==> src/verilog/mem_msg_pkg.sv <==
/*
 * Memory server message package
 * Sizes, operation encoding and the request/response message formats
 */

package mem_msg_pkg;

  // --------------------------------------------------------------------------
  // Message field widths
  // --------------------------------------------------------------------------

  localparam int addr_bits   = 32;
  localparam int data_bits   = 32;
  localparam int len_bits    = 2;
  localparam int opaque_bits = 8;

  // Bytes per data word
  localparam int data_bytes = data_bits / 8;

  // --------------------------------------------------------------------------
  // Storage and pipeline sizes
  // --------------------------------------------------------------------------

  // 64 words, indexed by addr[7:2]
  localparam int mem_words      = 64;
  localparam int mem_index_bits = 6;

  // Fixed hold time in the delay line
  localparam int mem_delay = 2;

  // Response FIFO
  localparam int resp_depth    = 4;
  localparam int resp_ptr_bits = $clog2(resp_depth);

  // --------------------------------------------------------------------------
  // Operations and messages
  // --------------------------------------------------------------------------

  typedef enum logic {
    mem_op_read  = 1'b0,
    mem_op_write = 1'b1
  } mem_op_e;

  // Request, 75 bits; len 0 means a full word
  typedef struct packed {
    mem_op_e                op;
    logic [opaque_bits-1:0] opaque;
    logic [addr_bits-1:0]   addr;
    logic [len_bits-1:0]    len;
    logic [data_bits-1:0]   data;
  } mem_req_msg_t;

  // Response, same layout; data is read data, zero on writes
  typedef struct packed {
    mem_op_e                op;
    logic [opaque_bits-1:0] opaque;
    logic [addr_bits-1:0]   addr;
    logic [len_bits-1:0]    len;
    logic [data_bits-1:0]   data;
  } mem_resp_msg_t;

endpackage
==> src/verilog/mem_server.sv <==
/*
 * Word memory server
 * Request register, delay line, execute and response queue in a chain
 */

`timescale 1ns/1ps

module mem_server (
  input  logic                       clk,
  input  logic                       rst,

  input  logic                       req_val,
  output logic                       req_rdy,
  input  mem_msg_pkg::mem_req_msg_t  req_msg,

  output logic                       resp_val,
  input  logic                       resp_rdy,
  output mem_msg_pkg::mem_resp_msg_t resp_msg
);

  // --------------------------------------------------------------------------
  // Stage links
  // --------------------------------------------------------------------------

  // Request register to delay line
  logic                       req2dly_val;
  logic                       req2dly_rdy;
  mem_msg_pkg::mem_req_msg_t  req2dly_msg;

  // Delay line to execute
  logic                       dly2exe_val;
  logic                       dly2exe_rdy;
  mem_msg_pkg::mem_req_msg_t  dly2exe_msg;

  // Execute to response queue
  logic                       exe2rsp_val;
  logic                       exe2rsp_rdy;
  mem_msg_pkg::mem_resp_msg_t exe2rsp_msg;

  mem_req_stage u_req (
    .clk     (clk),
    .rst     (rst),
    .in_val  (req_val),
    .in_rdy  (req_rdy),
    .in_msg  (req_msg),
    .out_val (req2dly_val),
    .out_rdy (req2dly_rdy),
    .out_msg (req2dly_msg)
  );

  mem_delay_stage u_delay (
    .clk     (clk),
    .rst     (rst),
    .in_val  (req2dly_val),
    .in_rdy  (req2dly_rdy),
    .in_msg  (req2dly_msg),
    .out_val (dly2exe_val),
    .out_rdy (dly2exe_rdy),
    .out_msg (dly2exe_msg)
  );

  mem_exec_stage u_exec (
    .clk     (clk),
    .rst     (rst),
    .in_val  (dly2exe_val),
    .in_rdy  (dly2exe_rdy),
    .in_msg  (dly2exe_msg),
    .out_val (exe2rsp_val),
    .out_rdy (exe2rsp_rdy),
    .out_msg (exe2rsp_msg)
  );

  // Absorbs responses while resp_rdy is low
  mem_resp_queue u_resp (
    .clk     (clk),
    .rst     (rst),
    .in_val  (exe2rsp_val),
    .in_rdy  (exe2rsp_rdy),
    .in_msg  (exe2rsp_msg),
    .out_val (resp_val),
    .out_rdy (resp_rdy),
    .out_msg (resp_msg)
  );

endmodule

==> src/verilog/mem_resp_queue.sv <==
/*
 * Response queue
 * Circular FIFO between execute and the response port
 */

`timescale 1ns/1ps

module mem_resp_queue (
  input  logic                       clk,
  input  logic                       rst,

  input  logic                       in_val,
  output logic                       in_rdy,
  input  mem_msg_pkg::mem_resp_msg_t in_msg,

  output logic                       out_val,
  input  logic                       out_rdy,
  output mem_msg_pkg::mem_resp_msg_t out_msg
);

  mem_msg_pkg::mem_resp_msg_t           entries [mem_msg_pkg::resp_depth];
  logic [mem_msg_pkg::resp_ptr_bits-1:0] wr_ptr;
  logic [mem_msg_pkg::resp_ptr_bits-1:0] rd_ptr;
  logic [mem_msg_pkg::resp_ptr_bits:0]   count;
  logic                                  push;
  logic                                  pop;

  // Next slot, wrapping at the last entry
  function automatic logic [mem_msg_pkg::resp_ptr_bits-1:0] ptr_next(
    input logic [mem_msg_pkg::resp_ptr_bits-1:0] ptr
  );
    if (ptr == mem_msg_pkg::resp_ptr_bits'(mem_msg_pkg::resp_depth - 1)) begin
      return '0;
    end
    return ptr + 1'b1;
  endfunction

  // --------------------------------------------------------------------------
  // Status from count only
  // --------------------------------------------------------------------------

  assign in_rdy  = (count != (mem_msg_pkg::resp_ptr_bits+1)'(mem_msg_pkg::resp_depth));
  assign out_val = (count != '0);
  assign out_msg = entries[rd_ptr];

  assign push = in_val && in_rdy;
  assign pop  = out_val && out_rdy;

  // --------------------------------------------------------------------------
  // Pointers and count
  // --------------------------------------------------------------------------

  always_ff @(posedge clk) begin
    if (rst) begin
      wr_ptr <= '0;
      rd_ptr <= '0;
      count  <= '0;
    end else begin
      if (push) begin
        wr_ptr <= ptr_next(wr_ptr);
      end
      if (pop) begin
        rd_ptr <= ptr_next(rd_ptr);
      end
      // Simultaneous push and pop leaves count unchanged
      if (push && !pop) begin
        count <= count + 1'b1;
      end else if (pop && !push) begin
        count <= count - 1'b1;
      end
    end
  end

  // Entry storage
  always_ff @(posedge clk) begin
    if (push) begin
      entries[wr_ptr] <= in_msg;
    end
  end

endmodule

==> src/verilog/mem_exec_stage.sv <==
/*
 * Execute stage
 * Word storage with per-word written flags; performs masked writes and
 * reads, then builds a registered response
 */

`timescale 1ns/1ps

module mem_exec_stage (
  input  logic                       clk,
  input  logic                       rst,

  input  logic                       in_val,
  output logic                       in_rdy,
  input  mem_msg_pkg::mem_req_msg_t  in_msg,

  output logic                       out_val,
  input  logic                       out_rdy,
  output mem_msg_pkg::mem_resp_msg_t out_msg
);

  logic [mem_msg_pkg::data_bits-1:0]      mem [mem_msg_pkg::mem_words];
  logic [mem_msg_pkg::mem_words-1:0]      written;

  logic [mem_msg_pkg::mem_index_bits-1:0] idx;
  logic [mem_msg_pkg::data_bytes-1:0]     wr_mask;
  logic [mem_msg_pkg::data_bits-1:0]      old_word;
  logic [mem_msg_pkg::data_bits-1:0]      wr_word;
  logic [mem_msg_pkg::data_bytes-1:0]     rd_mask;
  logic [mem_msg_pkg::data_bits-1:0]      rd_bits;
  logic                                   accept;
  logic                                   is_write;

  // Access register, then response register
  logic                                   acc_val;
  mem_msg_pkg::mem_resp_msg_t             acc_msg;
  logic                                   acc_go;
  logic                                   resp_val;
  mem_msg_pkg::mem_resp_msg_t             resp_msg;

  // Low len bytes enabled, all of them for len 0
  function automatic logic [mem_msg_pkg::data_bytes-1:0] byte_mask(
    input logic [mem_msg_pkg::len_bits-1:0] len
  );
    logic [mem_msg_pkg::data_bytes-1:0] mask;
    for (int b = 0; b < mem_msg_pkg::data_bytes; b++) begin
      mask[b] = (len == '0) || (b < int'(len));
    end
    return mask;
  endfunction

  // --------------------------------------------------------------------------
  // Handshake
  // --------------------------------------------------------------------------

  assign acc_go   = acc_val && (!resp_val || out_rdy);
  assign in_rdy   = !acc_val || acc_go;
  assign accept   = in_val && in_rdy;
  assign is_write = (in_msg.op == mem_msg_pkg::mem_op_write);

  assign out_val = resp_val;
  assign out_msg = resp_msg;

  // --------------------------------------------------------------------------
  // Storage access
  // --------------------------------------------------------------------------

  // Word index from addr[7:2]
  assign idx = in_msg.addr[mem_msg_pkg::mem_index_bits+1:2];

  // Unwritten words read as zero
  assign old_word = written[idx] ? mem[idx] : '0;
  assign wr_mask  = byte_mask(in_msg.len);

  // Merge enabled request bytes over the old word
  always_comb begin
    for (int b = 0; b < mem_msg_pkg::data_bytes; b++) begin
      wr_word[8*b +: 8] = wr_mask[b] ? in_msg.data[8*b +: 8] : old_word[8*b +: 8];
    end
  end

  always_ff @(posedge clk) begin
    if (accept && is_write) begin
      mem[idx] <= wr_word;
    end
  end

  always_ff @(posedge clk) begin
    if (rst) begin
      written <= '0;
    end else if (accept && is_write) begin
      written[idx] <= 1'b1;
    end
  end

  // --------------------------------------------------------------------------
  // Access and response registers
  // --------------------------------------------------------------------------

  always_ff @(posedge clk) begin
    if (rst) begin
      acc_val  <= 1'b0;
      resp_val <= 1'b0;
    end else begin
      if (accept) begin
        acc_val <= 1'b1;
      end else if (acc_go) begin
        acc_val <= 1'b0;
      end
      if (acc_go) begin
        resp_val <= 1'b1;
      end else if (out_rdy) begin
        resp_val <= 1'b0;
      end
    end
  end

  // Echo fields; raw word for reads, zero for writes
  always_ff @(posedge clk) begin
    if (accept) begin
      acc_msg.op     <= in_msg.op;
      acc_msg.opaque <= in_msg.opaque;
      acc_msg.addr   <= in_msg.addr;
      acc_msg.len    <= in_msg.len;
      acc_msg.data   <= is_write ? '0 : old_word;
    end
  end

  // Expand the read byte mask to bits
  assign rd_mask = byte_mask(acc_msg.len);

  always_comb begin
    for (int b = 0; b < mem_msg_pkg::data_bytes; b++) begin
      rd_bits[8*b +: 8] = {8{rd_mask[b]}};
    end
  end

  // Upper bytes beyond len forced to zero
  always_ff @(posedge clk) begin
    if (acc_go) begin
      resp_msg      <= acc_msg;
      resp_msg.data <= acc_msg.data & rd_bits;
    end
  end

endmodule

==> src/verilog/mem_delay_stage.sv <==
/*
 * Request delay line
 * Shift line of message slots giving every request a minimum hold time,
 * with bubbles collapsing behind a stalled head
 */

`timescale 1ns/1ps

module mem_delay_stage (
  input  logic                      clk,
  input  logic                      rst,

  input  logic                      in_val,
  output logic                      in_rdy,
  input  mem_msg_pkg::mem_req_msg_t in_msg,

  output logic                      out_val,
  input  logic                      out_rdy,
  output mem_msg_pkg::mem_req_msg_t out_msg
);

  // Slot 0 is the tail, the last slot is the head
  mem_msg_pkg::mem_req_msg_t         slot_msg [mem_msg_pkg::mem_delay];
  logic [mem_msg_pkg::mem_delay-1:0] slot_val;
  logic [mem_msg_pkg::mem_delay-1:0] can_load;

  // --------------------------------------------------------------------------
  // Per-slot advance
  // --------------------------------------------------------------------------

  // A slot takes new content if empty or if its own entry moves on
  always_comb begin
    can_load[mem_msg_pkg::mem_delay-1] = !slot_val[mem_msg_pkg::mem_delay-1] || out_rdy;
    for (int i = mem_msg_pkg::mem_delay - 2; i >= 0; i--) begin
      can_load[i] = !slot_val[i] || can_load[i+1];
    end
  end

  // Accept only while a bubble exists somewhere ahead
  assign in_rdy = can_load[0];

  assign out_val = slot_val[mem_msg_pkg::mem_delay-1];
  assign out_msg = slot_msg[mem_msg_pkg::mem_delay-1];

  // --------------------------------------------------------------------------
  // Valid flags
  // --------------------------------------------------------------------------

  always_ff @(posedge clk) begin
    if (rst) begin
      slot_val <= '0;
    end else begin
      for (int i = mem_msg_pkg::mem_delay - 1; i > 0; i--) begin
        if (can_load[i]) begin
          slot_val[i] <= slot_val[i-1];
        end
      end
      // New request lands in the tail
      if (can_load[0]) begin
        slot_val[0] <= in_val;
      end
    end
  end

  // Message slots, only moved when carrying a valid entry
  always_ff @(posedge clk) begin
    for (int i = mem_msg_pkg::mem_delay - 1; i > 0; i--) begin
      if (can_load[i] && slot_val[i-1]) begin
        slot_msg[i] <= slot_msg[i-1];
      end
    end
    if (can_load[0] && in_val) begin
      slot_msg[0] <= in_msg;
    end
  end

endmodule

==> src/verilog/mem_req_stage.sv <==
/*
 * Request input stage
 * One-entry register between the request port and the delay line
 */

`timescale 1ns/1ps

module mem_req_stage (
  input  logic                      clk,
  input  logic                      rst,

  input  logic                      in_val,
  output logic                      in_rdy,
  input  mem_msg_pkg::mem_req_msg_t in_msg,

  output logic                      out_val,
  input  logic                      out_rdy,
  output mem_msg_pkg::mem_req_msg_t out_msg
);

  logic                      full;
  mem_msg_pkg::mem_req_msg_t msg_q;
  logic                      in_go;

  // --------------------------------------------------------------------------
  // Handshake
  // --------------------------------------------------------------------------

  // Empty, or the held entry drains this edge
  assign in_rdy = !full || out_rdy;
  assign in_go  = in_val && in_rdy;

  assign out_val = full;
  assign out_msg = msg_q;

  // --------------------------------------------------------------------------
  // Occupancy
  // --------------------------------------------------------------------------

  always_ff @(posedge clk) begin
    if (rst) begin
      full <= 1'b0;
    end else if (in_go) begin
      // Refill, possibly on the same edge as the drain
      full <= 1'b1;
    end else if (out_rdy) begin
      full <= 1'b0;
    end
  end

  // Payload
  always_ff @(posedge clk) begin
    if (in_go) begin
      msg_q <= in_msg;
    end
  end

endmodule

==> config.mk <==
export PLATFORM = sky130hd
export DESIGN_NAME = mem_server
export DESIGN_NICKNAME = d
export VERILOG_FILES = /design/src/verilog/mem_msg_pkg.sv /design/src/verilog/mem_server.sv /design/src/verilog/mem_resp_queue.sv /design/src/verilog/mem_exec_stage.sv /design/src/verilog/mem_delay_stage.sv /design/src/verilog/mem_req_stage.sv
export SDC_FILE = /design/constraint.sdc
export NUM_CORES = 2
export LEC_CHECK = 0
export ABC_AREA = 1
export BUFFER_PORTS_ARGS = -buffer_cell sky130_fd_sc_hd__buf_2
export CAP_MARGIN = 20
export CORE_MARGIN = 1
export CORE_UTILIZATION = 40
export DETAILED_ROUTE_END_ITERATION = 10
export GPL_ROUTABILITY_DRIVEN = 0
export SLEW_MARGIN = 5
export SYNTH_ARGS = -nofsm -noshare
export SYNTH_HDL_FRONTEND = slang
export SYNTH_HIERARCHICAL = 1
export SYNTH_SLANG_ARGS = --single-unit
==> constraint.sdc <==
create_clock -name clk -period 6.9 [get_ports clk]
set_clock_uncertainty 0.1 [all_clocks]
set_input_delay 0.345 -clock clk [delete_from_list [all_inputs] [get_ports clk]]
set_output_delay 0.345 -clock clk [all_outputs]
set_load 0.02 [all_outputs]
Yosys cells after proc, flatten, opt, wreduce, memory -nomap -nowiden
Memory sizes are Yosys's and may differ from the RTL's. A register that Yosys moved wholly into a read port is not among the register bits.
Cells that the tools add are included.
{"block": "totals", "ff_bits": 301, "ram_bits": 2498, "in_bits": 79, "out_inout_bits": 77, "word_cells": 117, "n_memories": 3}
{"block": "classes", "add_sub_neg": 4, "magnitude_cmp": 8, "n_eq_ne": 3, "muxes": 37, "bitwise_logic": 2, "n_reduce_logical": 36}
{"name": "u_exec.mem", "words": 64, "width": 32, "rd": 1, "rd_ports_with_merged_regs": 0, "write_ports": 1, "line_no": "mem_exec_stage.sv:22", "rtl": "logic [mem_msg_pkg::data_bits-1:0] mem [mem_msg_pkg::mem_words];"}
{"name": "u_resp.entries", "words": 4, "width": 75, "rd": 1, "rd_ports_with_merged_regs": 1, "write_ports": 1, "line_no": "mem_resp_queue.sv:21", "rtl": "mem_msg_pkg::mem_resp_msg_t entries [mem_msg_pkg::resp_depth];"}
{"name": "u_delay.slot_msg", "words": 2, "width": 75, "rd": 2, "rd_ports_with_merged_regs": 0, "write_ports": 2, "line_no": "mem_delay_stage.sv:23", "rtl": "mem_msg_pkg::mem_req_msg_t slot_msg [mem_msg_pkg::mem_delay];"}
{"op": "OR 64 bit", "count": 1}
{"op": "AND 32 bit", "count": 1}
{"op": "2-to-1 mux 32 bit", "count": 1}
{"op": "2-to-1 mux 8 bit", "count": 4}
{"op": "2-to-1 mux 1 bit", "count": 22}
{"op": "2-to-1 mux 2 bit", "count": 6}
{"op": "logical AND 1 bit", "count": 11}
{"op": "logical OR 1 bit", "count": 11}
{"op": "< comparator 1 x 2 -> 1 bit, first input constant", "count": 4}
{"op": "nonzero test 2 bit", "count": 4}
{"op": "logical NOT 1 bit", "count": 7}
{"op": "< comparator 6 x 7 -> 1 bit, second input constant", "count": 1}
{"op": "binary-select mux 1 bit (select 6 bit)", "count": 1}
{"op": "demux 1 bit (select 6 bit)", "count": 1}
{"op": "greater-or-equal comparator 6 x 1 -> 1 bit, second input constant", "count": 1}
{"op": "2-to-1 mux 3 bit", "count": 2}
{"op": "adder 2 x 1 -> 2 bit, second input constant", "count": 2}
{"op": "== test 2 bit, second input constant", "count": 2}
{"op": "logical NOT 2 bit", "count": 2}
{"op": "< comparator 2 bit, first input constant", "count": 2}
{"op": "adder 3 x 1 -> 3 bit, second input constant", "count": 1}
{"op": "!= test 3 bit, second input constant", "count": 1}
{"op": "nonzero test 3 bit", "count": 1}
{"op": "subtractor 3 x 1 -> 3 bit, second input constant", "count": 1}

Longest topological paths before layout
{"block": "depth", "depth_word": 9, "depth_mapped": 18, "ltp_nobuf": 13}

By module
Netlist, hierarchy kept.
{"module": "mem_exec_stage", "n_inst": 1, "cells_per_inst": 8823, "area_each_um2": 93103.0, "seq_area_each_um2": 67324.6}
{"module": "mem_resp_queue", "n_inst": 1, "cells_per_inst": 794, "area_each_um2": 12226.7, "seq_area_each_um2": 9188.8}
{"module": "mem_delay_stage", "n_inst": 1, "cells_per_inst": 237, "area_each_um2": 5158.7, "seq_area_each_um2": 4544.4}
{"module": "mem_req_stage", "n_inst": 1, "cells_per_inst": 81, "area_each_um2": 2299.7, "seq_area_each_um2": 2272.2}

Least setup slack after synthesis
OpenSTA, ideal clock, no wires.
{"block": "synth_path", "path_type": "reg2reg", "start": "register u_resp/count[0] (netlist name)", "end": "register u_req.msg_q, in the netlist u_req/out_msg[0] (enable)", "setup_time_ps": 533, "arrival_time_ps": 4520, "required_time_ps": 6267, "slack_ps": 1747, "stages_incl_launch_ff": 9, "path_buffers": 0, "period_less_slack_ps": 5153, "cell_sequence": "dfxtp_1 > nor2_1 > nand2_1 > inv_1 > nand3_1 > inv_1 > nand3_2 > inv_2 > a21oi_1"}
{"block": "synth_via", "elab_chain_len": 8}
{"element": "from (decl)", "line_no": "mem_resp_queue.sv:24", "rtl": "logic [mem_msg_pkg::resp_ptr_bits:0] count;"}
{"element": "from (signal assigned)", "line_no": "mem_resp_queue.sv:67", "rtl": "count <= count + 1'b1;"}
{"element": "from (signal assigned)", "line_no": "mem_resp_queue.sv:69", "rtl": "count <= count - 1'b1;"}
{"element": "!= test 3 bit", "line_no": "mem_resp_queue.sv:42", "rtl": "assign in_rdy = (count != (mem_msg_pkg::resp_ptr_bits+1)'(mem_msg_pkg::resp_depth));"}
{"element": "named net exe2rsp_rdy", "line_no": "mem_server.sv:37", "rtl": "logic exe2rsp_rdy;"}
{"element": "logical OR 1 bit", "line_no": "mem_exec_stage.sv:56", "rtl": "assign acc_go = acc_val && (!resp_val || out_rdy);"}
{"element": "logical AND 1 bit", "line_no": "mem_exec_stage.sv:56"}
{"element": "logical OR 1 bit", "line_no": "mem_exec_stage.sv:57", "rtl": "assign in_rdy = !acc_val || acc_go;"}
{"element": "named net dly2exe_rdy", "line_no": "mem_server.sv:32", "rtl": "logic dly2exe_rdy;"}
{"element": "logical OR 1 bit", "line_no": "mem_delay_stage.sv:33", "rtl": "can_load[mem_msg_pkg::mem_delay-1] = !slot_val[mem_msg_pkg::mem_delay-1] || out_rdy;"}
{"element": "logical OR 1 bit", "line_no": "mem_delay_stage.sv:35", "rtl": "can_load[i] = !slot_val[i] || can_load[i+1];"}
{"element": "named net req2dly_rdy", "line_no": "mem_server.sv:27", "rtl": "logic req2dly_rdy;"}
{"element": "logical OR 1 bit", "line_no": "mem_req_stage.sv:30", "rtl": "assign in_rdy = !full || out_rdy;"}
{"element": "logical AND 1 bit", "line_no": "mem_req_stage.sv:31", "rtl": "assign in_go = in_val && in_rdy;"}
{"element": "named net u_req.in_go", "line_no": "mem_req_stage.sv:23", "rtl": "logic in_go;"}
{"element": "to (signal assigned)", "line_no": "mem_req_stage.sv:54", "rtl": "msg_q <= in_msg;"}
{"element": "to (decl)", "line_no": "mem_req_stage.sv:22", "rtl": "mem_msg_pkg::mem_req_msg_t msg_q;"}
The timed path passes the listed nets, and every way through them passes these cells.
A chain may end at the register's enable or synchronous reset.

==> flow_summary_export.csv <==
group,metric,value,unit
power,vdd_drop_max,0.2116,mV
logic_synthesis,synth_cells,9935,
place,dp.cells,13420,
setup_path,crit_end,"u_exec/mem[29][8]",
finish,final_cell_mix,"5241 x nand2_1, 2723 x edfxtp_1, 349 x nor2_1",
sta,setup_violations,0,
worst_hold_path,min-delay-path-class,"primary input to register",
finish,drive_gt1_share,9.496,%
power,power.density,290.1,nW/um^2
setup_path,worstPathRequired,7.44,ns
finish,final_common_cell,"nand2_1",
setup_path,end_kind,"register",
clock_tree,ctsHoldBuffers,78,
clock_tree,cts_setup_buffers,0,
clock_tree,htreeDepth,5,
global_route,grt_pass1_vias,68930,
global_route,grt_antenna_before_repair,17,
logic_synthesis,syn-mean-instance-area,11.35,um^2
floorplan,start_util,40.30,%
floorplan,num_rows,194,
global_route,overflow,0,
clock_tree,cts_made_buffers,302,
floorplan,die_w,533.0,um
sta,maxSlewViolCount,0,
place,io_buffers,155,
power,leakagePower,49.70,nW
sta,slew_headroom,19.27,%
setup_path,reg2reg_from,"u_delay/slot_msg[0][111]",
drt,drc,0,
logic_synthesis,yosysTopAreaCell,"edfxtp_1",
logic_synthesis,synth.cell_area,112800,um^2
sta,tightest_slew,1.208,ns
clock_tree,clock-root-buffer,"clkbuf_16",
sta,fin_crit,5.099,ns
logic_synthesis,synth_top_area_share,72.50,%
finish,layout.cells.non_filler,14050,
run_status,status,"finished, final reports clean",
clock_tree,cts.path.max_buffers,4,
logic_synthesis,yosysWarnings,6,
setup_path,startpoint_type,"register",
place,place_ws,1.898,ns
setup_path,worstSetupStartpoint,"u_delay/slot_msg[0][111]",
sta,hold_viol_final,0,
finish,area_delta_synth_final,13.43,%
setup_path,worst_r2r_path_depth,17,
logic_synthesis,synth_nets,10030,
drt,drt_iter0_markers,8952,
logic_synthesis,synth.area.top_cells,"edfxtp_1 72%, nand2_1 18%, nor2_1 1.4%",
drt,via_per_inst,5.213,
clock_tree,cts_tree,"yes",
clock_tree,clock_latency,0.88,ns
worst_hold_path,min_path_cells,2,
logic_synthesis,ys_ff_latch,2801,
clock_tree,clock_sinks,2801,
place,dp_hpwl,181.9,mm
drt,vias,73230,
floorplan,io_pins,156,
floorplan,die_h,533.0,um
global_route,track_usage,22.56,%
floorplan,die_area,284100,um^2
logic_synthesis,synth_ff_type,"edfxtp_1",
sta,fin_ws,1.801,ns
setup_path,r2r-end,"u_exec/mem[29][8]",
finish,nNetsFinal,10170,
drt,antenna_left,0,
sta,fmax,0.1961,GHz
drt,dr.pass1.iters,8,
setup_path,cp.arrival,5.63,ns
logic_synthesis,synth_cell_types,38,
setup_path,regToRegSetupSlack,1.80,ns
job,cap_violations,0,
clock_tree,ctsResizeCount,0,
drt,drt_wl_total,327.0,mm
setup_path,worst-setup-path-type,"register to register",
drt,wire_per_inst,23.28,um
logic_synthesis,yosysSeqAreaShare,73.88,%
power,p_total,37.12,mW
sta,fin_setup_tns,0,ns
clock_tree,clk_pin_slew,0.06,ns
sta,rsz0062_at_grt,"no",
global_route,grt_pass1_wl,474.5,mm
logic_synthesis,async_reset_ff_share,0,%
global_route,grt_max_degree,175,
setup_path,worstPathMaxFanout,131,
logic_synthesis,synth-edff-count,2723,
floorplan,core-area,279900,um^2
sta,period_share,73.89,%
## how the worst min path moves through the flow
stage	start	to	slack, ns
final	req_msg[0]	u_req/out_msg[0]	0.09
after floorplan	u_req/out_msg[0]	u_delay/slot_msg[0][0]	0.30
after global placement	u_exec/acc_msg[65]	u_exec/out_msg[65]	0.30
after detailed placement	u_delay/slot_msg[0][34]	u_delay/slot_msg[0][109]	0.30
after global routing	req_msg[4]	u_req/out_msg[4]	0.07
after CTS	req_msg[0]	u_req/out_msg[0]	0.04
## per-stage QoR
stage          area [um^2]  hold WS (ns)  utilization [%]
2_1_floorplan       112800        0.3003                -
3_3_place_gp        117400        0.3008            41.95
3_5_place_dp        117600        0.3045            42.01
4_1_cts             127900       0.03549            45.69
5_1_grt             127900       0.06712            45.71
6_report            127900       0.09084            45.71
## per-layer routing
metal	GRT usage (%)	part of all wire, %
met4	7.319	3.2
met1	31.64	41
met5	0	0.015
met2	35.97	46
met3	3.498	9.0
## where the power goes
part	leakage (nW)	internal, mW	total (mW)	switching [mW]
sequential	25.4	18.6	18.7	0.0878
clock	4.64	9.15	15.7	6.54
combinational	19.7	0.744	2.71	1.97
## synth_stat cells (41+ instances only)
cell type / instances
clkbuf_1: 157
nor2_4: 41
inv_1: 105
buf_2: 265
dfxtp_1: 78
nor2_1: 418
buf_1: 43
nand3_1: 169
a21oi_1: 140
buf_4: 98
nand2_1: 5266
edfxtp_1: 2723
o21ai_0: 211
## logic make-up (layout without fill, tap and decap cells)
group / after synthesis / count (layout) / share of synthesized area [%]
xor+xnor: 1 / 1 / 0.007767
fa+ha+maj: 11 / 11 / 0.1287
compound gates: 466 / 466 / 2.409
simple gates: 5958 / 5958 / 20.46
buf+inv: 698 / 1083 / 3.109
other cells: 0 / 4 / 0
flops: 2801 / 2801 / 73.88
## final cells by class
class                      count  area [um^2]
multi-input combinational   6436        26610
fill                       24980       151900
antenna                        4        10.01
clock inverter               157         1351
inverter                     117        471.7
timing repair buffer         423         3341
sequential                  2801        83330
clock buffer                 386         8155
tap                         3724         4659
## state kept, by name, indices dropped and copies added (netlist names), named ones only
register	cells
u_exec/out_msg	75
u_req/out_msg	75
u_exec/acc_msg	75
u_resp/entries	300
u_resp/wr_ptr	2
u_exec/written	64
u_resp/rd_ptr	2
u_delay/slot_val	2
u_resp/count	3
u_exec/mem	2048
u_delay/slot_msg	150
u_exec/acc_val	1
u_req/out_val	1
u_exec/out_val	1
## worst max-delay path, cell delays in order (launching register included)
cell and delay (ns):
edfxtp_1 0.35, buf_4 0.30, inv_8 0.67, buf_12 0.40, buf_4 0.46, nand2_1 0.09
nand2_1 0.08, nand2_1 0.05, nand2_1 0.12, nand2_1 0.05, nand2_1 0.13, nand2_1 0.06
nand2_1 0.17, nor2_1 0.07, nand2_1 0.10, nand3_1 0.10, nand2_2 0.75, buf_4 0.43
Note: power is estimated with default switching activity, not from simulation.
